`src/source/hist_geom_pkg.sv`:
```
`default_nettype none

package hist_geom_pkg;

    // time code and its two fields
    localparam int CODE_BITS   = 8;
    localparam int COARSE_BITS = 4;
    localparam int OFFSET_BITS = 4;
    localparam int FINE_BINS   = 256;
    localparam int COARSE_BINS = 16;

    // pixel group
    localparam int PIXEL_NUM  = 4;
    localparam int PIXEL_BITS = 2;

    // acquisition structure of one frame
    localparam int CODES_PER_PIXEL = 3;
    localparam int CODE_CNT_BITS   = $clog2(CODES_PER_PIXEL);
    localparam int ACQ_NUM         = 5;
    localparam int ACQ_BITS        = $clog2(ACQ_NUM);

    // counts saturate at all ones
    localparam int COUNT_BITS = 8;

    // one cycle per fine bin in every coarse window, plus read and finish cycles
    localparam int SCAN_CYCLES = PIXEL_NUM * (1 << OFFSET_BITS) + 2;
    localparam int SCAN_BITS   = $clog2(SCAN_CYCLES);

    // one code word, seen as a fine index or as a coarse bin plus offset
    typedef union packed {
        logic [CODE_BITS-1:0] fine;
        struct packed {
            logic [COARSE_BITS-1:0] coarse;
            logic [OFFSET_BITS-1:0] offset;
        } pair;
    } tdc_code_u;

endpackage

`default_nettype wire

```
`src/source/wb_map_pkg.sv`:
```
`default_nettype none

package wb_map_pkg;

    // bus widths
    localparam int WB_ADDR_BITS = 4;
    localparam int WB_DATA_BITS = 32;

    // word addresses
    localparam logic [WB_ADDR_BITS-1:0] ADDR_STATUS      = 4'd0;
    // pixel p result sits at base plus p
    localparam logic [WB_ADDR_BITS-1:0] ADDR_RESULT_BASE = 4'd1;

    // status word
    localparam int STATUS_DONE_BIT  = 0;
    localparam int STATUS_FRAME_LSB = 8;
    localparam int FRAME_BITS       = 8;

    // result word
    localparam int RESULT_CODE_LSB  = 0;
    localparam int RESULT_COUNT_LSB = 16;

endpackage

`default_nettype wire

```
`src/source/frame_sequencer.sv`:
```
`timescale 1ns/1ns
`default_nettype none

module frame_sequencer (
    input  logic                                    clk,
    input  logic                                    combin_res,
    input  logic                                    code_valid,
    input  logic                                    clear_busy,
    input  logic                                    scan_busy,
    output logic                                    ready,
    output logic                                    accept,
    output logic [hist_geom_pkg::PIXEL_BITS-1:0]    pixel,
    output logic                                    scan_start,
    output logic                                    clear_start,
    output logic [wb_map_pkg::FRAME_BITS-1:0]       frame_count
);
    import hist_geom_pkg::*;

    logic [CODE_CNT_BITS-1:0] code_cnt;
    logic [ACQ_BITS-1:0]      acq_cnt;
    // low ready and low clearing means the scan phase
    logic                     clearing;
    logic                     last_code;

    // codes offered while ready is low are dropped
    assign accept = code_valid && ready;

    assign last_code = (code_cnt == CODES_PER_PIXEL - 1) && (pixel == PIXEL_NUM - 1)
                    && (acq_cnt == ACQ_NUM - 1);

    always_ff @(posedge clk or negedge combin_res) begin
        if (!combin_res) begin
            code_cnt    <= '0;
            pixel       <= '0;
            acq_cnt     <= '0;
            ready       <= 1'b1;
            clearing    <= 1'b0;
            scan_start  <= 1'b0;
            clear_start <= 1'b0;
            frame_count <= '0;
        end else begin
            scan_start  <= 1'b0;
            clear_start <= 1'b0;
            if (accept) begin
                // nested counters, all wrap together on the last code
                if (code_cnt == CODES_PER_PIXEL - 1) begin
                    code_cnt <= '0;
                    if (pixel == PIXEL_NUM - 1) begin
                        pixel <= '0;
                        if (acq_cnt == ACQ_NUM - 1) begin
                            acq_cnt <= '0;
                        end else begin
                            acq_cnt <= acq_cnt + 1'b1;
                        end
                    end else begin
                        pixel <= pixel + 1'b1;
                    end
                end else begin
                    code_cnt <= code_cnt + 1'b1;
                end
                if (last_code) begin
                    ready       <= 1'b0;
                    scan_start  <= 1'b1;
                    frame_count <= frame_count + 1'b1;
                end
            end else if (!ready && !clearing && !scan_start && !scan_busy) begin
                // scan_busy only rises the cycle after scan_start
                clearing    <= 1'b1;
                clear_start <= 1'b1;
            end else if (clearing && !clear_start && !clear_busy) begin
                clearing <= 1'b0;
                ready    <= 1'b1;
            end
        end
    end

endmodule

`default_nettype wire

```
`config.mk`:
```
export PLATFORM = sky130hd
export DESIGN_NAME = frame_sequencer
export DESIGN_NICKNAME = d
export VERILOG_FILES = /design/src/source/hist_geom_pkg.sv /design/src/source/wb_map_pkg.sv /design/src/source/frame_sequencer.sv
export SDC_FILE = /design/constraint.sdc
export NUM_CORES = 1
export LEC_CHECK = 0
export BUFFER_PORTS_ARGS = -buffer_cell sky130_fd_sc_hd__buf_2
export CAP_MARGIN = 20
export CELL_PAD_IN_SITES_DETAIL_PLACEMENT = 1
export CELL_PAD_IN_SITES_GLOBAL_PLACEMENT = 2
export CORE_MARGIN = 10
export CORE_UTILIZATION = 38
export CTS_BUF_LIST = sky130_fd_sc_hd__clkbuf_4 sky130_fd_sc_hd__clkbuf_8
export DETAILED_ROUTE_END_ITERATION = 10
export PLACE_DENSITY_LB_ADDON = 0.1
export RECOVER_POWER = 100
export SYNTH_ARGS = -nofsm -noshare
export SYNTH_HDL_FRONTEND = slang
export SYNTH_SLANG_ARGS = --single-unit
```
`constraint.sdc`:
```
create_clock -name clk -period 3.29 [get_ports clk]
set_input_delay 0.329 -clock clk [delete_from_list [all_inputs] [get_ports clk]]
set_output_delay 0.329 -clock clk [all_outputs]
set_load 0.01 [all_outputs]
```
==> flow_summary.yaml <==
run_status:
  outcome: "finished clean"
global_routing:
  grt_start_max_net_pins: 20
  grt_pass1_vias: 711
  grt.overflow.total: 0
  grt_pass1_wl_um: 3305
  grt_antenna_before_repair: 0
  grt_use_total_pct: 9.343
yosys:
  synth-main-ff-cell: "dfrtp_1"
  syn_area_um2: 912.1
  synth_nets: 87
  synth_edf_count: 0
  ys_ff_latch: 19
  syn_inst: 78
  syn_area_per_cell_um2: 11.69
  yosys_warnings: 0
  synth_cell_types: 26
  async_reset_ff_share_pct: 100.0
  yosysSeqAreaShare_pct: 52.26
floorplanning:
  dieWidth_um: 69.00
  rows: 17
  io_pins: 19
  chipHeight_um: 69.00
  die-area_mm2: 0.004760
  core_region_area_mm2: 0.002255
  initial_core_util_pct: 40.46
detailed_routing:
  routed_via_density: 5.054
  wire_per_inst_um: 14.87
  vias: 652
  antenna_left: 0
  drt_pre_antenna_iters: 2
  drt_iter0_drc: 11
  drc: 0
  routed_wl_um: 1918
cts:
  clockRootBuffer: "clkbuf_4"
  clock-sinks: 19
  clk_pin_slew_ns: 0.11
  cts_resized: 0
  htreeDepth: 1
  tritoncts: "done"
  cts_buffer_depth: 2
  worstSkewPairLatency_ns: 0.29
  cts_made_buffers: 3
finish:
  ff_latch_area_um2: 476.7
  syn2layout_area_growth_pct: 12.76
  final_cell_mix: "dfrtp_1, clkbuf_1, nand2_1"
  nFillCells: 285
  drive_above_1_share_pct: 12.87
  multi_input_area_um2: 382.9
  diodes: 0
  stdcell_count: 129
  final_util_pct: 45.62
  finish.net_count: 111
  final_common_cell: "dfrtp_1"
power:
  p_total_w: 0.0005871
  p_per_area_mw_per_mm2: 570.9
  leakage_nw: 0.5262
  vdd_drop_max_mv: 0.3677
hold_path:
  hold_path_class: "input port to flop"
  hp-start: "scan_busy"
  min_path_cells: 2
  worstHoldEndpoint: "clear_start"
setup_path:
  end_kind: "flop"
  path_max_fanout: 11
  start_kind: "flop"
  r2r_slack_ns: 1.49
  required_ns: 3.47
  arrival_ns: 1.98
  path_class: "flop to flop"
  r2r-end: "frame_count[1]"
  timing.rr.start: "ready"
  reg2reg_depth: 4
place:
  place_ws_ns: 1.649
  portBuffers: 18
  place.gp.congestion: 0.7313
  dp_hpwl_um: 1494
  dp.cells: 124
sta:
  clock_skew_ns: 0.005204
  setup_violations: 0
  max-slew-margin-rel_pct: 31.35
  grt_setup_unrepaired: "false"
  setup_ws_ns: 1.486
  slew_violations: 0
  finalCriticalPeriod_ns: 1.804
  tns_ns: 0
  period_share_pct: 54.83
  hold_viol: 0
  tightest_slew_ns: 1.030
  fmax_ghz: 0.5544
job:
  max_cap_viol_count: 0
## logic make-up after synthesis
logic type,after synthesis,synth area share [%]
xor+xnor,7,6.722
mux,4,4.801
buf+inv,6,3.292
simple gates,30,21.81
fa+ha+maj,4,5.487
flops,19,52.26
compound gates,8,5.624
## worst max-delay path, stage by stage (launching register included)
cell	delay (ns)
dfstp_1	0.62
nand4b_1	0.12
clkbuf_1	0.27
nor2_1	0.33
mux2_1	0.35
## cells in the mapped netlist (2+ instances only)
master	instances	area, µm²
nor4_4	2	42.54
a21oi_1	2	10.01
o21ai_0	3	15.01
xor2_1	6	52.55
nor3_1	4	20.02
nand2_1	10	37.54
nand4_1	2	12.51
ha_1	4	50.05
mux2_2	2	22.52
inv_1	5	18.77
nand3_1	3	15.01
nor2_1	4	15.01
dfrtp_1	18	450.4
## power by group
part / total (W) / leakage [nW] / internal (W) / switching [W]
Clock: 0.000125 / 0.0184 / 0.0000554 / 0.0000692
Combinational: 0.000144 / 0.265 / 0.0000649 / 0.0000786
Sequential: 0.000319 / 0.243 / 0.000277 / 0.0000419
Total: 0.000587 / 0.526 / 0.000397 / 0.000190
## final cells by class
| class | count | share of cell area, % |
|---|---|---|
| Inverter | 5 | 1.825 |
| Tap cell | 28 | 3.406 |
| Multi-Input combinational cell | 53 | 37.23 |
| Clock buffer | 4 | 2.920 |
| Sequential cell | 19 | 46.35 |
| Timing Repair Buffer | 20 | 8.272 |
## worst max-delay path by stage
stage                     slack [ns]  depth (start not counted)             end  startpoint
after floorplan                 1.78                          4  frame_count[1]    pixel[0]
after global placement          1.71                          4  frame_count[1]       ready
after detailed placement        1.65                          5  frame_count[1]  acq_cnt[1]
after CTS                       1.63                          5  frame_count[1]  acq_cnt[1]
after global routing            1.35                          4  frame_count[1]       ready
final                           1.49                          4  frame_count[1]       ready
## flip-flops by register name (all words and copies together), names as in the netlist
name         count
acq_cnt          3
clear_start      1
clearing         1
code_cnt         2
frame_count      8
pixel            2
ready            1
scan_start       1
## metal layers
layer  global-route usage [%]  wire length [µm]  part of all wire [%]
met5                        0                 0                     0
met4                    5.665                19                  0.99
met3                    3.221               127                   6.6
met2                    15.41               963                    50
met1                    10.09               808                    42
## per-stage QoR
step | instance area [µm²] | hold slack (ns)
2_1_floorplan | 912.1 | 0.03341
4_1_cts | 1074 | 0.1810
3_5_place_dp | 1033 | 0.2911
5_1_grt | 1028 | 0.1863
6_report | 1028 | 0.1907
3_3_place_gp | 1033 | 0.2894
## timing repair
action | CTS | global route
hold endpoints to repair | 18 | 0
setup buffers | 0 | 0
hold buffers | 1 | 0
No activity file was read; power rests on OpenSTA's default activity.
