[config.mk]
export PLATFORM = sky130hd
export DESIGN_NAME = coarse_hist_builder
export DESIGN_NICKNAME = d
export VERILOG_FILES = /design/src/source/hist_geom_pkg.sv /design/src/source/coarse_hist_builder.sv
export SDC_FILE = /design/constraint.sdc
export NUM_CORES = 1
export LEC_CHECK = 0
export BUFFER_PORTS_ARGS = -buffer_cell sky130_fd_sc_hd__buf_4
export CAP_MARGIN = 15
export CORE_ASPECT_RATIO = 0.5
export CORE_MARGIN = 5
export CORE_UTILIZATION = 55
export CTS_CLUSTER_SIZE = 28
export DETAILED_ROUTE_END_ITERATION = 16
export GPL_TIMING_DRIVEN = 1
export PLACE_DENSITY = 0.74
export RECOVER_POWER = 50
export SYNTH_ARGS = -nofsm -noshare
export SYNTH_HDL_FRONTEND = slang
export SYNTH_SLANG_ARGS = --single-unit
[constraint.sdc]
create_clock -name clk -period 4.6 [get_ports clk]
set_clock_uncertainty 0.1 [all_clocks]
set_input_delay 1.15 -clock clk [delete_from_list [all_inputs] [get_ports clk]]
set_output_delay 1.15 -clock clk [all_outputs]
set_load 0.02 [all_outputs]
[src/source/hist_geom_pkg.sv]
`default_nettype none

package hist_geom_pkg;

    // time code and its two fields
    localparam int CODE_BITS   = 8;
    localparam int COARSE_BITS = 4;
    localparam int OFFSET_BITS = 4;
    localparam int FINE_BINS   = 256;
    localparam int COARSE_BINS = 16;

    // pixel group
    localparam int PIXEL_NUM  = 4;
    localparam int PIXEL_BITS = 2;

    // acquisition structure of one frame
    localparam int CODES_PER_PIXEL = 3;
    localparam int CODE_CNT_BITS   = $clog2(CODES_PER_PIXEL);
    localparam int ACQ_NUM         = 5;
    localparam int ACQ_BITS        = $clog2(ACQ_NUM);

    // counts saturate at all ones
    localparam int COUNT_BITS = 8;

    // one cycle per fine bin in every coarse window, plus read and finish cycles
    localparam int SCAN_CYCLES = PIXEL_NUM * (1 << OFFSET_BITS) + 2;
    localparam int SCAN_BITS   = $clog2(SCAN_CYCLES);

    // one code word, seen as a fine index or as a coarse bin plus offset
    typedef union packed {
        logic [CODE_BITS-1:0] fine;
        struct packed {
            logic [COARSE_BITS-1:0] coarse;
            logic [OFFSET_BITS-1:0] offset;
        } pair;
    } tdc_code_u;

endpackage

`default_nettype wire

[src/source/coarse_hist_builder.sv]
`timescale 1ns/1ns
`default_nettype none

module coarse_hist_builder (
    input  logic                                    clk,
    input  logic                                    combin_res,
    input  logic                                    accept,
    input  logic [hist_geom_pkg::PIXEL_BITS-1:0]    pixel,
    input  hist_geom_pkg::tdc_code_u                code,
    input  logic                                    clear_start,
    output logic [hist_geom_pkg::PIXEL_NUM*hist_geom_pkg::COARSE_BITS-1:0] peak_bins
);
    import hist_geom_pkg::*;

    logic [COUNT_BITS-1:0]  bin_cnt [PIXEL_NUM][COARSE_BINS];
    // running peak of every pixel
    logic [COARSE_BITS-1:0] peak_bin [PIXEL_NUM];
    logic [COUNT_BITS-1:0]  peak_cnt [PIXEL_NUM];
    logic                   clr_active;
    logic [COARSE_BITS-1:0] clr_bin;
    logic [COARSE_BITS-1:0] cur_bin;
    logic [COUNT_BITS-1:0]  cur_cnt;
    logic [COUNT_BITS-1:0]  next_cnt;
    logic                   new_peak;

    always_comb begin
        cur_bin  = code.pair.coarse;
        cur_cnt  = bin_cnt[pixel][cur_bin];
        // hold at full scale
        next_cnt = (cur_cnt == '1) ? cur_cnt : cur_cnt + 1'b1;
        // lower bin wins on equal counts
        new_peak = (next_cnt > peak_cnt[pixel])
                || ((next_cnt == peak_cnt[pixel]) && (cur_bin < peak_bin[pixel]));
    end

    always_ff @(posedge clk or negedge combin_res) begin
        if (!combin_res) begin
            for (int p = 0; p < PIXEL_NUM; p++) begin
                for (int b = 0; b < COARSE_BINS; b++) begin
                    bin_cnt[p][b] <= '0;
                end
                peak_bin[p] <= '0;
                peak_cnt[p] <= '0;
            end
            clr_active <= 1'b0;
            clr_bin    <= '0;
        end else begin
            if (clear_start) begin
                clr_active <= 1'b1;
                clr_bin    <= '0;
                for (int p = 0; p < PIXEL_NUM; p++) begin
                    peak_bin[p] <= '0;
                    peak_cnt[p] <= '0;
                end
            end else if (clr_active) begin
                // same bin of every pixel per cycle
                for (int p = 0; p < PIXEL_NUM; p++) begin
                    bin_cnt[p][clr_bin] <= '0;
                end
                clr_bin <= clr_bin + 1'b1;
                if (clr_bin == COARSE_BINS - 1) begin
                    clr_active <= 1'b0;
                end
            end
            if (accept) begin
                bin_cnt[pixel][cur_bin] <= next_cnt;
                if (new_peak) begin
                    peak_bin[pixel] <= cur_bin;
                    peak_cnt[pixel] <= next_cnt;
                end
            end
        end
    end

    // flatten for the refiner
    always_comb begin
        for (int p = 0; p < PIXEL_NUM; p++) begin
            peak_bins[p*COARSE_BITS +: COARSE_BITS] = peak_bin[p];
        end
    end

endmodule

`default_nettype wire

==> impl_metrics.yaml <==
layout:
  area_growth_pct: 18.4
  drive_gt1_frac: 0.239
  final_cells: 3091
  final_nets: 2443
cts:
  cts_num_sinks: 565
  clock_latency_ns: 0.61
  cts.clk_slew.worst_paths_ns: 0.07
  cts_tree: "built"
  cts_root_buf: "clkbuf_16"
  htreeDepth: 2
  cts_buffers: 49
  cts_hold_buffers: 0
  clockBufferDepth: 3
setup_path:
  required_ns: 4.96
  crit_fanout: 16
  crit_arrival_ns: 5.41
  setup.worst_path.class: "primary input to register"
  start_kind: "primary input"
  cp-end-kind: "register"
place:
  dp.cells: 2978
  io_buffers: 25
  dp_slack_ns: -1.42
  dp_hpwl_mm: 57.3
  globalplace.congestion: 0.981
drt:
  drt-pass1-iter-count: 8
  post-route-drc-count: 0
  vias: 21200
  drtIter0Drc: 3119
  avgViaCountPerCell: 6.86
  ant_nets: 0
  drt-total-wl_mm: 87.7
  wire_per_inst_um: 28.4
global_route:
  use_met2: 0.476
  antenna_found_initial: 2
  grtUsageMet1: 0.481
  grt_use_met3: 0.119
  grt-ovfl-total: 0
  busiest_layer: "met1"
  grtUsageTotal: 0.332
  grt_max_degree: 116
  grt_pass1_wl_mm: 134
  first_global_vias: 21000
timing:
  fmax_mhz: 198
  finalHoldViolations: 0
  holdWs_ns: 0.378
  period_needed_ns: 5.05
  finalMaxSlewViolations: 166
  relSlewSlack: -1.09
  rsz0062_at_grt: "true"
  worst_pin_slew_ns: 3.14
  fin_ws_ns: -0.449
  setup_viol: 48
  post-route-period-util: 1.10
die:
  die_y_um: 165
  die_w_um: 320
  initial_core_util: 0.560
  die-area_mm2: 0.0527
  rows: 56
  ios: 30
  core-area_mm2: 0.0472
synth:
  synth_edf_count: 0
  syn_nets: 2266
  ys_seq_area_frac: 0.536
  synthesis.area_mm2: 0.0264
  synth_cell_types: 64
  ys.warnings.count: 0
  syn_inst: 2236
  synthArstFlopShare: 1.00
  synth-seq-cells: 565
  syn_avg_cell_area_um2: 11.8
  yosys_most_used_dff: "dfrtp_1"
power:
  power_density_mw_per_mm2: 382
  vdd_ir_drop_max_mv: 0.255
  p_leak_nw: 14.4
flow_run:
  cap_violations: 2
min_path:
  hp-class: "register to register"
outcome:
  status: "complete, but fails checks"
  violations: "capacitance limit, slew limit, setup timing"
## Yosys cell counts, drive strengths merged (3+ instances only)
cell    instances  area, um^2
nand3          32         160
mux2i          82         825
or2             5        31.3
o211ai          5        37.5
a22oi          37         278
a211oi          5        37.5
nor4            3        25.0
o21ai         203        1020
a21oi          14        73.8
a21o            4        30.0
a41oi           3        26.3
nor3b           3        22.5
or4             4        30.0
a31oi           3        18.8
and2           14        87.6
mux4          113        2540
and3           24         150
inv            18        67.6
nor2          149         559
nand2         294        1100
nor4bb          3        30.0
nand2b         31         194
and4b           3        30.0
o31ai           4        30.0
nor4b           3        26.3
a31o           22         193
dfrtp         565       14100
nand4           7        43.8
buf            60         448
nor2b          34         213
ha             16         200
nor3            7        35.0
mux2           32         364
nand3b          4        30.0
a221oi          7        67.6
clkbuf         96         360
a22o          305        2670
## cell usage in the layout, fill, tap and decap left out, drive strengths merged, types with 16 or more instances in the layout
cell | Yosys | routed
a31o | 22 | 22
nand2 | 294 | 295
clkbuf | 96 | 87
mux4 | 113 | 113
mux2i | 82 | 82
nand2b | 31 | 31
buf | 60 | 261
and3 | 24 | 24
inv | 18 | 20
a22o | 305 | 305
mux2 | 32 | 32
ha | 16 | 16
nor2b | 34 | 34
o21ai | 203 | 203
nor2 | 149 | 149
nand3 | 32 | 32
dfrtp | 565 | 565
a22oi | 37 | 37
## worst paths after layout
kind	start	to	slack (ns)	depth (start not counted)
max	pixel[1]	peak_cnt[28]	-0.45	20
min	bin_cnt[431]	bin_cnt[431]	0.38	2
max reg2reg	bin_cnt[137]	peak_cnt[28]	-0.07	19
min reg2reg	bin_cnt[431]	bin_cnt[431]	0.38	2
max in group asynchronous	combin_res	bin_cnt[154]	0.38	2
min in group asynchronous	combin_res	bin_cnt[77]	1.37	1
## stage by stage
step	power, mW	utilization	setup TNS (ns)	area, um^2
6_report	11.9	0.662	-18.94	31200
5_1_grt	12.3	0.662	-33.59	31200
4_1_cts	11.9	0.664	-8.55	31300
3_5_place_dp	7.17	0.611	-305.79	28800
3_3_place_gp	7.13	0.611	-256.81	28800
2_1_floorplan	6.48	-	-119.56	26700
## cell type report
class | instances | area [um^2]
Antenna cell | 2 | 5.00
Clock buffer | 69 | 1450
Clock inverter | 20 | 353
Fill cell | 3289 | 15900
Inverter | 18 | 70.1
Multi-Input combinational cell | 1498 | 11800
Sequential cell | 565 | 14100
Tap cell | 638 | 798
Timing Repair Buffer | 281 | 2600
## report_power, final
group | internal (mW) | switching [mW] | total, mW
sequential | 5.31 | 0.223 | 5.54
clock | 2.72 | 1.96 | 4.68
combinational | 0.704 | 1.02 | 1.72
total | 8.74 | 3.20 | 11.9
## flip-flops by register name (all words and copies together) (netlist names)
signal,flops
clr_bin,4
clr_active,1
peak_bins,16
bin_cnt,512
peak_cnt,32
## worst max-delay path, stage by stage
cell,delay [ns]
buf_8,0.23
buf_12,0.20
buf_4,0.18
mux4_2,0.31
a22oi_1,0.21
a21oi_1,0.16
or4_4,0.58
o211ai_1,0.14
buf_4,0.20
o31ai_1,0.11
mux2_4,0.31
ha_2,0.17
a21o_1,0.18
a21o_1,0.20
a21oi_2,0.17
o21ai_2,0.08
o21a_4,0.25
nand2_4,0.11
buf_12,0.13
mux2_4,0.30
## per-layer routing
layer | wire length, um | up-vias
met3 | 13400 | 251
met5 | 7 | -
met1 | 34700 | 10700
met4 | 3090 | 2
li1 | - | 8662
met2 | 36400 | 1575
## timing repair
item	4_1_cts	5_1_grt
buffers inserted	13	3
pin swaps	20	8
cloned	6	0
setup endpoints to repair	127	217
gates resized for setup	90	13
## logic make-up (layout without fill, tap and decap cells)
kind of cell,count (synthesis),count (layout),share of synthesized area
AOI/OAI and AO/OA,624,624,0.174
and+or+nand+nor,626,627,0.107
muxes,227,227,0.141
DFF,565,565,0.536
other,0,2,0
buffers and inverters,174,388,0.0332
adders and majority gates,16,16,0.00759
xor gates and xnor gates,4,4,0.00133
No activity file was read; power rests on OpenSTA's default activity.
