<file path="src/source/hist_geom_pkg.sv">
`default_nettype none

package hist_geom_pkg;

    // time code and its two fields
    localparam int CODE_BITS   = 8;
    localparam int COARSE_BITS = 4;
    localparam int OFFSET_BITS = 4;
    localparam int FINE_BINS   = 256;
    localparam int COARSE_BINS = 16;

    // pixel group
    localparam int PIXEL_NUM  = 4;
    localparam int PIXEL_BITS = 2;

    // acquisition structure of one frame
    localparam int CODES_PER_PIXEL = 3;
    localparam int CODE_CNT_BITS   = $clog2(CODES_PER_PIXEL);
    localparam int ACQ_NUM         = 5;
    localparam int ACQ_BITS        = $clog2(ACQ_NUM);

    // counts saturate at all ones
    localparam int COUNT_BITS = 8;

    // one cycle per fine bin in every coarse window, plus read and finish cycles
    localparam int SCAN_CYCLES = PIXEL_NUM * (1 << OFFSET_BITS) + 2;
    localparam int SCAN_BITS   = $clog2(SCAN_CYCLES);

    // one code word, seen as a fine index or as a coarse bin plus offset
    typedef union packed {
        logic [CODE_BITS-1:0] fine;
        struct packed {
            logic [COARSE_BITS-1:0] coarse;
            logic [OFFSET_BITS-1:0] offset;
        } pair;
    } tdc_code_u;

endpackage

`default_nettype wire

</file>
<file path="src/source/wb_map_pkg.sv">
`default_nettype none

package wb_map_pkg;

    // bus widths
    localparam int WB_ADDR_BITS = 4;
    localparam int WB_DATA_BITS = 32;

    // word addresses
    localparam logic [WB_ADDR_BITS-1:0] ADDR_STATUS      = 4'd0;
    // pixel p result sits at base plus p
    localparam logic [WB_ADDR_BITS-1:0] ADDR_RESULT_BASE = 4'd1;

    // status word
    localparam int STATUS_DONE_BIT  = 0;
    localparam int STATUS_FRAME_LSB = 8;
    localparam int FRAME_BITS       = 8;

    // result word
    localparam int RESULT_CODE_LSB  = 0;
    localparam int RESULT_COUNT_LSB = 16;

endpackage

`default_nettype wire

</file>
<file path="src/source/peak_refiner.sv">
`timescale 1ns/1ns
`default_nettype none

module peak_refiner (
    input  logic                                    clk,
    input  logic                                    combin_res,
    input  logic                                    scan_start,
    input  logic [hist_geom_pkg::PIXEL_NUM*hist_geom_pkg::COARSE_BITS-1:0] peak_bins,
    input  logic [hist_geom_pkg::COUNT_BITS-1:0]    scan_count,
    input  logic [wb_map_pkg::FRAME_BITS-1:0]       frame_count,
    input  logic                                    cyc,
    input  logic                                    stb,
    input  logic                                    we,
    input  logic [wb_map_pkg::WB_ADDR_BITS-1:0]     adr,
    output logic [wb_map_pkg::WB_DATA_BITS-1:0]     dat_r,
    output logic                                    ack,
    output logic                                    scan_busy,
    output logic [hist_geom_pkg::PIXEL_BITS-1:0]    scan_pixel,
    output hist_geom_pkg::tdc_code_u                scan_bin,
    output logic                                    frame_done
);
    import hist_geom_pkg::*;
    import wb_map_pkg::*;

    logic [SCAN_BITS-1:0]    step;
    // read stage, one cycle behind the scan address
    logic                    cmp_valid;
    logic [PIXEL_BITS-1:0]   cmp_pixel;
    logic [OFFSET_BITS-1:0]  cmp_off;
    logic [COUNT_BITS-1:0]   cmp_count;
    logic [OFFSET_BITS-1:0]  best_off;
    logic [COUNT_BITS-1:0]   best_count;
    logic                    take_new;
    tdc_code_u               res_code_u;
    logic [CODE_BITS-1:0]    res_code  [PIXEL_NUM];
    logic [COUNT_BITS-1:0]   res_count [PIXEL_NUM];
    logic                    done;
    logic                    ack_seen;
    logic [WB_ADDR_BITS-1:0] rel_adr;
    logic [WB_DATA_BITS-1:0] rd_word;

    // walk offsets inside the coarse peak window of each pixel
    assign scan_pixel = step[OFFSET_BITS +: PIXEL_BITS];

    always_comb begin
        scan_bin.pair.coarse = peak_bins[scan_pixel*COARSE_BITS +: COARSE_BITS];
        scan_bin.pair.offset = step[OFFSET_BITS-1:0];
        // first maximum is kept
        take_new = (cmp_off == '0) || (cmp_count > best_count);
        res_code_u.pair.coarse = peak_bins[cmp_pixel*COARSE_BITS +: COARSE_BITS];
        res_code_u.pair.offset = take_new ? cmp_off : best_off;
    end

    always_ff @(posedge clk or negedge combin_res) begin
        if (!combin_res) begin
            step       <= '0;
            scan_busy  <= 1'b0;
            cmp_valid  <= 1'b0;
            done       <= 1'b0;
            frame_done <= 1'b0;
            best_off   <= '0;
            best_count <= '0;
            ack        <= 1'b0;
            ack_seen   <= 1'b0;
            for (int p = 0; p < PIXEL_NUM; p++) begin
                res_code[p]  <= '0;
                res_count[p] <= '0;
            end
        end else begin
            frame_done <= 1'b0;
            cmp_valid  <= scan_busy && (step < SCAN_CYCLES - 2);
            if (scan_start) begin
                scan_busy <= 1'b1;
                step      <= '0;
                done      <= 1'b0;
            end else if (scan_busy) begin
                if (step == SCAN_CYCLES - 1) begin
                    scan_busy  <= 1'b0;
                    done       <= 1'b1;
                    frame_done <= 1'b1;
                end else begin
                    step <= step + 1'b1;
                end
            end
            if (cmp_valid) begin
                if (take_new) begin
                    best_off   <= cmp_off;
                    best_count <= cmp_count;
                end
                // last offset of the window closes the pixel
                if (cmp_off == '1) begin
                    res_code[cmp_pixel]  <= res_code_u.fine;
                    res_count[cmp_pixel] <= take_new ? cmp_count : best_count;
                end
            end
            // one ack per request, then wait for stb to drop
            ack      <= cyc && stb && !ack && !ack_seen;
            ack_seen <= cyc && stb && (ack || ack_seen);
        end
    end

    always_ff @(posedge clk) begin
        cmp_pixel <= scan_pixel;
        cmp_off   <= scan_bin.pair.offset;
        cmp_count <= scan_count;
        // writes return zero and change nothing
        if (cyc && stb && !ack && !ack_seen) begin
            dat_r <= we ? '0 : rd_word;
        end
    end

    // register map, unmapped words read zero
    always_comb begin
        rel_adr = adr - ADDR_RESULT_BASE;
        rd_word = '0;
        if (adr == ADDR_STATUS) begin
            rd_word[STATUS_DONE_BIT] = done;
            rd_word[STATUS_FRAME_LSB +: FRAME_BITS] = frame_count;
        end else if ((adr >= ADDR_RESULT_BASE) && (rel_adr < PIXEL_NUM)) begin
            rd_word[RESULT_CODE_LSB +: CODE_BITS]   = res_code[rel_adr[PIXEL_BITS-1:0]];
            rd_word[RESULT_COUNT_LSB +: COUNT_BITS] = res_count[rel_adr[PIXEL_BITS-1:0]];
        end
    end

endmodule

`default_nettype wire

</file>
<file path="config.mk">
export PLATFORM = sky130hd
export DESIGN_NAME = peak_refiner
export DESIGN_NICKNAME = d
export VERILOG_FILES = /design/src/source/hist_geom_pkg.sv /design/src/source/wb_map_pkg.sv /design/src/source/peak_refiner.sv
export SDC_FILE = /design/constraint.sdc
export NUM_CORES = 1
export LEC_CHECK = 0
export BUFFER_PORTS_ARGS = -buffer_cell sky130_fd_sc_hd__buf_4
export CORE_MARGIN = 3
export CORE_UTILIZATION = 49
export CTS_BUF_LIST = sky130_fd_sc_hd__clkbuf_2 sky130_fd_sc_hd__clkbuf_4 sky130_fd_sc_hd__clkbuf_8
export DETAILED_ROUTE_END_ITERATION = 6
export PLACE_DENSITY = 0.67
export SETUP_SLACK_MARGIN = 0.15
export SLEW_MARGIN = 30
export SYNTH_ARGS = -nofsm -noshare
export SYNTH_HDL_FRONTEND = slang
export SYNTH_SLANG_ARGS = --single-unit
</file>
<file path="constraint.sdc">
create_clock -name clk -period 4.75 [get_ports clk]
set_input_delay 0.475 -clock clk [delete_from_list [all_inputs] [get_ports clk]]
set_output_delay 0.475 -clock clk [all_outputs]
set_load 0.03 [all_outputs]
</file>
==> results of run 1 <==
[report_power, final]
part | internal [mW] | total, mW | switching [mW]
logic | 0.143 | 0.369 | 0.227
registers | 1.15 | 1.19 | 0.0378
clock network | 0.525 | 0.912 | 0.387
[state kept, by name, indices dropped and copies added, names as in the netlist]
register    flops
scan_busy       1
best_off        4
res_code       32
res_count      32
best_count      8
cmp_off         4
cmp_count       8
dat_r          24
ack             1
step            7
ack_seen        1
cmp_valid       1
done            1
frame_done      1
cmp_pixel       2
[stage by stage]
stage / worst slack (ns) / utilization, % / total power, mW
2_1_floorplan: 2.03 / - / 1.47
6_report: 2.23 / 59.4 / 2.47
4_1_cts: 2.24 / 59.4 / 2.49
5_1_grt: 2.10 / 59.4 / 2.59
3_3_place_gp: 2.04 / 55.8 / 1.57
3_5_place_dp: 2.20 / 55.9 / 1.58
[critical path: stages (launching register included)]
cell	delay [ns]
dfrtp_1	0.39
inv_1	0.06
ha_1	0.30
nand4_2	0.18
nor2_4	0.25
o21bai_4	0.15
o21ai_2	0.67
mux2_2	0.42
[kinds of logic (layout without fill, tap and decap cells)]
family,after synthesis,after routing,synth area share (%)
compound gates,74,74,8.27
xor+xnor,5,5,0.742
fa+ha+maj,11,11,2.33
buf+inv,55,131,5.28
flops,127,127,54.7
mux,34,34,11.6
other cells,1,8,0.0635
simple gates,197,197,17.1
[layout make-up]
type,instances,area share [%]
flip-flops and latches,127,46.8
multi-input cells,329,34.9
repair buffers,85,9.29
clock buffers,25,4.44
well taps,143,2.59
clock inverters,7,1.23
inverters,14,0.762
[what timing repair did]
action / 4_1_cts / 5_1_grt
endpoints found under the hold margin: 23 / 0
hold buffers: 1 / 0
setup endpoints to repair: 0 / 0
[metal layers]
metal,vias up,GRT usage (%),wire (um)
li1,1927,-,-
met1,2073,29.0,5670
met2,137,28.8,5660
met3,22,3.76,757
met4,0,7.50,170
met5,-,0,0
[Yosys cell counts (all sizes together)]
library cell  instances  area share (%)
o21bai                2            0.45
mux4                 24             9.2
or3                   2            0.21
o211ai                1            0.13
a211oi                1            0.21
conb                  1           0.064
clkbuf                8            0.51
o21ai                17             1.5
o31ai                 8             1.0
o21ba                 1            0.17
o21a                  1            0.13
nand3                19             1.6
a21o                  1            0.13
nor2                 43             2.9
and2b                11             1.4
dfxtp                14             4.7
and3                  1            0.11
nand3b                2            0.25
a32o                  2            0.34
and2                  8            0.85
buf                  33             3.9
mux2                 10             2.4
nand2                80             5.1
nor3b                 1            0.13
nand4                13             1.7
a311oi                1            0.15
ha                   11             2.3
nor4                  3            0.68
a211o                 1            0.15
nor2b                 8            0.85
dfrtp                89              38
xor2                  5            0.74
inv                  14            0.89
nor4b                 3            0.95
or4                   1            0.13
a21oi                 6            0.51
a31oi                32             3.4
edfxtp               24              12
nor3                  2            0.17
[path summary, 6_finish.rpt]
kind                          startpoint      endpoint  slack [ns]  cells after the start
setup / recovery           best_count[6]   best_off[3]        2.23                      7
setup reg to reg           best_count[6]   best_off[3]        2.23                      7
hold reg to reg              res_code[5]   res_code[5]        0.48                      2
min in group asynchronous     combin_res   best_off[3]        0.49                      2
hold / removal             scan_count[6]  cmp_count[6]        0.15                      1
max in group asynchronous     combin_res  res_code[26]        3.11                      3
==> results.md, run 1 <==
- Multi-input gate area: 2410 um2
- Vias in the first global route: 3930
- Final setup fails: 0
- RSZ-0062 raised after global routing: no
- FILL cells: 971
- Post-CTS Setup Bufs: 0
- H-tree lvl count: 4
- Largest net degree at the start of global routing: 67
- Syn Area/Cell: 11.7 um2
- Design Area, Final: 6900 um2
- CTS buffer count: 17
- Element type at the critical path start: register
- Die area: 13400 um2
- Synthesized area: 5900 um2
- Pwr dens: 359 nW/um2
- Final ANT Viol Nets: 0
- Worst setup path category: register to register
- Synth Instances: 504
- Drt total wl: 12300 um
- Share of cells above drive strength 1: 28.3%
- Maximum vdd drop: 0.174 mV
- Commonest non-fill, non-tap cell in the layout: dfrtp_1
- Remaining DRCs: 0
- Post-cts sizing count: 0
- Seq/Total Area, Yosys: 54.7%
- Period minus WS final: 2.52 ns
- Die height: 116 um
- Synth cell types: 52
- F_max: 397 MHz
- PortBufs: 78
- Max Cap Viol: 0
- Clk root buf: clkbuf_8
- WL/cell: 16.8 um
- Drt pass-1 iters: 5
- Slew HR: 43.9%
- Post-synthesis register bit count: 127
- Status: completed
- Finished Layout Cells: 730
- CP required: 5.06 ns
- GRT Total Usage: 19.6%
- Data arrival, critical path: 2.83 ns
- Site Rows: 39
- Clock sinks: 127
- Most frequent cells in the layout: dfrtp_1 (89), buf_4 (84), nand2_1 (80)
- Placed cells: 697
- Clock Tree Buf Depth: 2
- Hold slack: 0.154 ns
- Worst-Skew Late Latency: 0.42 ns
- Critical Path Fanout Max: 12
- P&R area growth vs syn: 16.9%
- Core Footprint: 11600 um2
- CTS tree: built
- First-pass GRT wire length: 20300 um
- TNS Setup: 0 ns
- Skew final: 0.00925 ns
- First DRT Iteration DRCs: 290
- Starting density of the core: 50.8%
- Final hold vios: 0
- Via Count: 4159
- I/O Pins: 87
- Antenna cells: 0
- Placer Congestion: 0.789
- Fin nets: 627
- Lkg Pwr: 3.13 nW
- Initial antenna violation count: 0
- Clk slew on worst S/H paths: 0.07 ns
- Detailed Place HPWL: 8490 um
- GRT Residual Overflow: 0
- Yosys Warn Count: 0
- Worst Setup End Kind: register
- Worst min path class: primary input to register
- Die Wd: 116 um
- Max Slew Vio Count: 0
- Placed cell areas: 6490 um2
- Vias per cell: 5.70
- Worst slew pin tran: 0.842 ns
- Tcrit/Tclk final: 53.0%
- FF+latch area: 3230 um2
No activity file was read; power rests on OpenSTA's default activity.
==> inputs of run 2 (changes only) <==
--- a/config.mk
+++ b/config.mk
@@ -5,6 +5,7 @@
 export SDC_FILE = /design/constraint.sdc
 export NUM_CORES = 1
 export LEC_CHECK = 0
+export ABC_AREA = 1
 export BUFFER_PORTS_ARGS = -buffer_cell sky130_fd_sc_hd__buf_4
 export CORE_MARGIN = 3
 export CORE_UTILIZATION = 49
==> constraint.sdc (replaced) <==
create_clock -name clk -period 2.4 [get_ports clk]
set_input_delay 0.24 -clock clk [delete_from_list [all_inputs] [get_ports clk]]
set_output_delay 0.24 -clock clk [all_outputs]
set_load 0.03 [all_outputs]
==> results.md, run 2 <==
- Crit path largest cell delay: 0.34 ns (was 0.67 ns)
- RSZ-0062 raised after global routing: no (unchanged)
- Main synth FF type: dfrtp_1 (unchanged)
- I/O Pins: 87 (unchanged)
- Worst Setup End Kind: register (unchanged)
- Yosys top cell area share: 36.2% (was 37.7%)
- Seq/Total Area, Yosys: 52.5% (was 54.7%)
- Clock Tree Buf Depth: 2 (unchanged)
- Site Rows: 40 (was 39)
- Clk root buf: clkbuf_8 (unchanged)
- First-pass GRT wire length: 24700 um (was 20300 um)
- Syn Area/Cell: 8.57 um2 (was 11.7 um2)
- Core Footprint: 12200 um2 (was 11600 um2)
- Final hold vios: 0 (unchanged)
- Hold Path Depth: 3 (was 1)
- Hold_sp: frame_count[2] (was scan_count[6])
- H-tree lvl count: 4 (unchanged)
- Net Sw Frac: 30.0% (was 26.3%)
- Post-synth top cells: nand2_1 (211), dfrtp_1 (89), nor2_1 (77), inv_1 (59), nand3_1 (59) (was dfrtp_1 (89), nand2_1 (80), nor2_1 (41), a31oi_1 (32))
- Maximum vdd drop: 0.410 mV (was 0.174 mV)
- Worst-Skew Late Latency: 0.43 ns (was 0.42 ns)
- Starting density of the core: 50.6% (was 50.8%)
- Worst setup path category: register to register (unchanged)
- P&R area growth vs syn: 18.6% (was 16.9%)
- GRT Total Usage: 22.2% (was 19.6%)
- Post-synthesis register bit count: 127 (unchanged)
- Hold slack: 0.103 ns (was 0.154 ns)
- Synth cell types: 37 (was 52)
- Max Slew Vio Count: 0 (unchanged)
- Dominant cell type by area after synthesis: dfrtp_1 (unchanged)
- WL/cell: 15.0 um (was 16.8 um)
- Antenna cells: 0 (unchanged)
- Slowest library cell on the worst path: dfrtp_1 (was o21ai_2)
- TNS Setup: 0 ns (unchanged)
- Data arrival, critical path: 2.32 ns (was 2.83 ns)
- R2R Path End: best_count[1] (was best_off[3])
- Hold EP: dat_r[10] (was cmp_count[6])
- Via Count: 5139 (was 4159)
- Drt pass-1 iters: 5 (unchanged)
- Design Area, Final: 7290 um2 (was 6900 um2)
- Top Registers: res_code (32), res_count (32), dat_r (24) (unchanged)
- Yosys Warn Count: 0 (unchanged)
- Initial antenna violation count: 0 (unchanged)
- Vias in the first global route: 4948 (was 3930)
- PortBufs: 78 (unchanged)
- Pwr dens: 717 nW/um2 (was 359 nW/um2)
- Vias per cell: 5.24 (was 5.70)
- Critical Path Fanout Max: 13 (was 12)
- Number of flops mapped to enable cells by yosys: 24 (unchanged)
- Tcrit/Tclk final: 83.4% (was 53.0%)
- Post-synth ARST share: 70.1% (unchanged)
- Clk slew on worst S/H paths: 0.07 ns (about the same)
- Placed cell areas: 6790 um2 (was 6490 um2)
- F_max: 500 MHz (was 397 MHz)
- Top-count cell post-synth: nand2_1 (was dfrtp_1)
- Lkg Pwr: 3.65 nW (was 3.13 nW)
- Top cell by count, worst path: nand2_1
- Commonest non-fill, non-tap cell in the layout: nand2_1 (was dfrtp_1)
- GRT Residual Overflow: 0 (unchanged)
- Synth top area cells: dfrtp_1 (36%), nand2_1 (13%), edfxtp_1 (12%) (was dfrtp_1 (38%), edfxtp_1 (12%), mux4_2 (9.2%))
- Int Pwr: 3.66 mW (was 1.82 mW)
- Psw: 1.57 mW (was 652 uW)
- Most frequent cells in the layout: nand2_1 (211), dfrtp_1 (88), buf_4 (87) (was dfrtp_1 (89), buf_4 (84), nand2_1 (80))
- Post-CTS Setup Bufs: 0 (unchanged)
- Reg2reg setup slack: 0.40 ns (was 2.23 ns)
- Slew HR: 63.0% (was 43.9%)
- Remaining DRCs: 0 (unchanged)
- Pwr Total: 5.23 mW (was 2.47 mW)
- Status: completed (unchanged)
- CP required: 2.72 ns (was 5.06 ns)
- Buffers & Inverters on Critical Path: 2 (was 1)
- Post-layout util: 60.0% (was 59.4%)
- Synthesized area: 6150 um2 (was 5900 um2)
- Synth Instances: 718 (was 504)
- Worst slew pin tran: 0.554 ns (was 0.842 ns)
- CP cell instances: inv_1 > ha_1 > nand2_1 > inv_1 > nand2_1 > nand2_1 > nand2_1 > nand2_2 > nand2_8 > nand2_4 > nand2_1 > nand3_1 > nand2_1 (was inv_1 > ha_1 > nand4_2 > nor2_4 > o21bai_4 > o21ai_2 > mux2_2)
- Drt total wl: 14700 um (was 12300 um)
- CTS tree: built (unchanged)
- Clock sinks: 127 (unchanged)
- Die height: 118 um (was 116 um)
- Skew final: 0.00985 ns (was 0.00925 ns)
- Share of cells above drive strength 1: 19.0% (was 28.3%)
- CTS buffer count: 17 (unchanged)
- Die Wd: 118 um (was 116 um)
- Max Cap Viol: 0 (unchanged)
- Final ANT Viol Nets: 0 (unchanged)
- Reg2reg path depth: 13 (was 7)
- First DRT Iteration DRCs: 516 (was 290)
- Fin nets: 852 (was 627)
- Largest net degree at the start of global routing: 52 (was 67)
- Worst min path class: primary input to register (unchanged)
- Share of power burned in combinational logic: 20.8% (was 14.9%)
- Final setup fails: 0 (unchanged)
- Seq pwr share: 45.5% (was 48.2%)
- Period minus WS final: 2.00 ns (was 2.52 ns)
- Detailed Place HPWL: 9760 um (was 8490 um)
- Element type at the critical path start: register (unchanged)
- Clock power share: 33.8% (was 36.9%)
- FILL cells: 1085 (was 971)
- Die area: 13900 um2 (was 13400 um2)
- WP depth: 13 (was 7)
- Worst reg2reg path startpoint: best_count[3] (was best_count[6])
- Placer Congestion: 0.850 (was 0.789)
- Cell family with most CP delay: simple AND/OR/NAND/NOR gates (was compound AO/OA/AOI/OAI gates)
-- run 2: power by group through the flow --
stage | Sequential (mW) | Combinational [mW] | Clock, mW
3_5_place_dp | 2.42 | 1.06 | 0
4_1_cts | 2.38 | 1.08 | 1.81
5_1_grt | 2.39 | 1.22 | 1.91
2_1_floorplan | 2.45 | 0.777 | 0
3_3_place_gp | 2.41 | 1.04 | 0
6_report | 2.38 | 1.09 | 1.77
-- run 2: worst max path at each step --
stage	endpoint	from
2_1_floorplan	dat_r[0]	ack
3_3_place_gp	best_count[1]	best_count[5]
3_5_place_dp	best_count[1]	best_count[5]
4_1_cts	best_count[1]	best_count[5]
5_1_grt	best_count[1]	best_count[3]
6_report	best_count[1]	best_count[3]
-- run 2: through the flow --
| step | instances | setup slack, ns |
|---|---|---|
| CTS | 980 | 0.295 |
| global route | 980 | 0.208 |
| finish | 980 | 0.398 |
| global placement | 938 | 0.364 |
| floorplan | 725 | 0.417 |
| detailed placement | 938 | 0.319 |
-- run 2: cells by family after synthesis --
kind of cell	synth area share, %
fa+ha+maj	2.24
flops	52.5
other cells	0.0610
simple gates	28.4
buf+inv	8.54
xor+xnor	0.142
compound gates	8.16
-- run 2: per-layer routing --
metal  routed length (um)  track usage, %
met1                 6700            30.6
met2                 6820            34.5
met3                  910            5.05
met4                  227            7.84
met5                    0               0
-- run 2: layout make-up --
class                   count  area, um2  area share, %
inverters                  65        245           3.36
clock buffers              32        390           5.35
well taps                 168        210           2.88
repair buffers             98        773           10.6
flip-flops and latches    127       3230           44.3
multi-input cells         490       2440           33.5
-- run 2: repair_timing --
| item | 4_1_cts | 5_1_grt |
|---|---|---|
| endpoints found under the setup margin | 0 | 13 |
| hold buffers | 10 | 0 |
| resized for setup | 0 | 2 |
| hold endpoints to repair | 47 | 0 |
-- run 2: worst min-delay path, delay by kind of cell --
family,cells,cell delay (ns)
buffers and inverters,2,0.11
AND/OR/NAND/NOR,1,0.08
==> inputs of run 3 (changes only) <==
==> constraint.sdc (replaced) <==
create_clock -name clk -period 1.9 [get_ports clk]
set_input_delay 0.19 -clock clk [delete_from_list [all_inputs] [get_ports clk]]
set_output_delay 0.19 -clock clk [all_outputs]
set_load 0.03 [all_outputs]
==> results.md, run 3 (synthesis results as in run 2) <==
- FILL cells: 988 (was 1085)
- F_max: 553 MHz (was 500 MHz)
- Seq pwr share: 40.1% (was 45.5%)
- CTS tree: built (unchanged)
- Largest net degree at the start of global routing: 41 (was 52)
- GRT Residual Overflow: 0 (unchanged)
- Clock power share: 33.1% (was 33.8%)
- Initial antenna violation count: 0 (unchanged)
- Finished Layout Cells: 1016 (was 980)
- Worst Setup End Kind: register (unchanged)
- Final hold vios: 0 (unchanged)
- GR Util met1: 30.7% (was 30.6%)
- Pwr Total: 7.51 mW (was 5.23 mW)
- Fin nets: 888 (was 852)
- Die Wd: 118 um (unchanged)
- Busiest grt layer: met2 (unchanged)
- Starting density of the core: 50.6% (unchanged)
- Hold Path Depth: 3 (unchanged)
- Share of cells above drive strength 1: 30.2% (was 19.0%)
- Slew HR: 63.7% (was 63.0%)
- RSZ-0062 raised after global routing: yes (was no)
- CTS buffer count: 17 (unchanged)
- Site Rows: 40 (unchanged)
- Reg2reg path depth: 10 (was 13)
- Worst setup path category: register to register (unchanged)
- Tcrit/Tclk final: 95.2% (was 83.4%)
- Worst slew pin tran: 0.540 ns (was 0.554 ns)
- Core Footprint: 12200 um2 (unchanged)
- DP Worst Slack: 0.0341 ns (was 0.319 ns)
- Placer Congestion: 0.875 (was 0.850)
- TNS Setup: 0 ns (unchanged)
- Clock Tree Buf Depth: 2 (unchanged)
- Critical Path Fanout Max: 8 (was 13)
- GRT Total Usage: 23.0% (was 22.2%)
- Remaining DRCs: 0 (unchanged)
- Pwr dens: 945 nW/um2 (was 717 nW/um2)
- First DRT Iteration DRCs: 499 (was 516)
- I/O Pins: 87 (unchanged)
- Via Count: 5374 (was 5139)
- Clock sinks: 127 (unchanged)
- Worst-Skew Late Latency: 0.45 ns (was 0.43 ns)
- Status: completed (unchanged)
- Element type at the critical path start: register (unchanged)
- PortBufs: 78 (unchanged)
- H-tree lvl count: 4 (unchanged)
- Psw: 2.38 mW (was 1.57 mW)
- Multi-input gate area: 2790 um2 (was 2440 um2)
- FF+latch area: 3230 um2 (unchanged)
- Net Sw Frac: 31.6% (was 30.0%)
- Met2 GRT Util: 35.7% (was 34.5%)
- WL/cell: 15.8 um (was 15.0 um)
- Int Pwr: 5.13 mW (was 3.66 mW)
- First-pass GRT wire length: 25700 um (was 24700 um)
- Commonest non-fill, non-tap cell in the layout: nand2_1 (unchanged)
- Final setup fails: 0 (unchanged)
- Clk slew on worst S/H paths: 0.08 ns (was 0.07 ns)
- Design Area, Final: 7950 um2 (was 7290 um2)
- GR Util met3: 6.01% (was 5.05%)
- Lkg Pwr: 3.86 nW (was 3.65 nW)
- Max Cap Viol: 0 (unchanged)
- Die area: 13900 um2 (unchanged)
- Setup ws final: 0.0914 ns (was 0.398 ns)
- Final ANT Viol Nets: 0 (unchanged)
- Share of power burned in combinational logic: 26.7% (was 20.8%)
- P&R area growth vs syn: 29.3% (was 18.6%)
- Die height: 118 um (unchanged)
- Most frequent cells in the layout: nand2_1 (195), buf_4 (118), dfrtp_1 (88) (was nand2_1 (211), dfrtp_1 (88), buf_4 (87))
- Antenna cells: 0 (unchanged)
- Worst min path class: primary input to register (unchanged)
- Hold slack: 0.0413 ns (was 0.103 ns)
- Max Slew Vio Count: 0 (unchanged)
- Placed cell areas: 6910 um2 (was 6790 um2)
- Drt total wl: 16100 um (was 14700 um)
- Vias per cell: 5.29 (was 5.24)
- Placed cells: 952 (was 938)
- Drt pass-1 iters: 5 (unchanged)
- Clk root buf: clkbuf_8 (unchanged)
- Vias in the first global route: 5133 (was 4948)
- Top Registers: res_code (32), res_count (32), dat_r (24) (unchanged)
- Skew final: 0.00858 ns (was 0.00985 ns)
- Post-layout util: 65.4% (was 60.0%)
- CP required: 2.24 ns (was 2.72 ns)
- Maximum vdd drop: 0.633 mV (was 0.410 mV)
- Data arrival, critical path: 2.15 ns (was 2.32 ns)
- Period minus WS final: 1.81 ns (was 2.00 ns)
- Detailed Place HPWL: 10200 um (was 9760 um)
[run 3: cell types whose count changed in the layout (fill, tap and decap cells not counted), sizes merged]
cell	before	now
clkbuf	32	22
nand2	217	218
clkinv	1	7
bufinv	0	3
buf	88	123
clkinvlp	0	1
[run 3: path summary, 6_finish.rpt]
kind	from	to	slack (ns)
setup / recovery	best_count[7]	res_count[17]	0.09
hold / removal	frame_count[2]	dat_r[10]	0.04
setup reg to reg	best_count[7]	res_count[17]	0.09
hold reg to reg	step[1]	cmp_off[1]	0.43
max in group asynchronous	combin_res	res_code[22]	1.03
min in group asynchronous	combin_res	ack_seen	0.24
[run 3: timing repair]
action / in CTS / in global routing
resized for setup: 29 / 51
pin swaps: 8 / 28
setup buffers: 7 / 13
hold buffers: 10 / 0
setup endpoints to repair: 64 / 68
gates cloned: 0 / 2
hold endpoints to repair: 43 / 0
[run 3: final cells by class]
class / count / area share, %
tap: 168 / 2.64
clock inverter: 10 / 1.70
sequential: 127 / 40.6
inverter: 65 / 3.08
clock buffer: 22 / 3.65
multi-input combinational: 491 / 35.0
timing repair buffer: 133 / 13.3
[run 3: worst max-delay path, stage by stage, from the launching register on]
cell and delay, ns:
dfrtp_1 0.38, inv_2 0.07, ha_4 0.27, nand2_2 0.08
nor2_4 0.13, nand4_4 0.15, nand2_8 0.17, buf_12 0.15
nand3_4 0.12, nand3_2 0.10, nand2_1 0.06
[run 3: layer usage]
layer  part of all wire (%)  wire length [um]  up-vias
li1                       -                 -     2536
met5                      0                 0        -
met4                    1.9               309        0
met2                     48              7670      248
met1                     43              6970     2556
met3                    7.0              1130       34
[run 3: power groups by stage]
stage | combinational, mW | sequential, mW | clock [mW]
floorplan | 0.982 | 3.09 | 0
global placement | 1.41 | 3.05 | 0
detailed placement | 1.45 | 3.05 | 0
CTS | 1.68 | 3.01 | 2.52
global route | 2.17 | 3.03 | 2.63
finish | 2.01 | 3.01 | 2.49
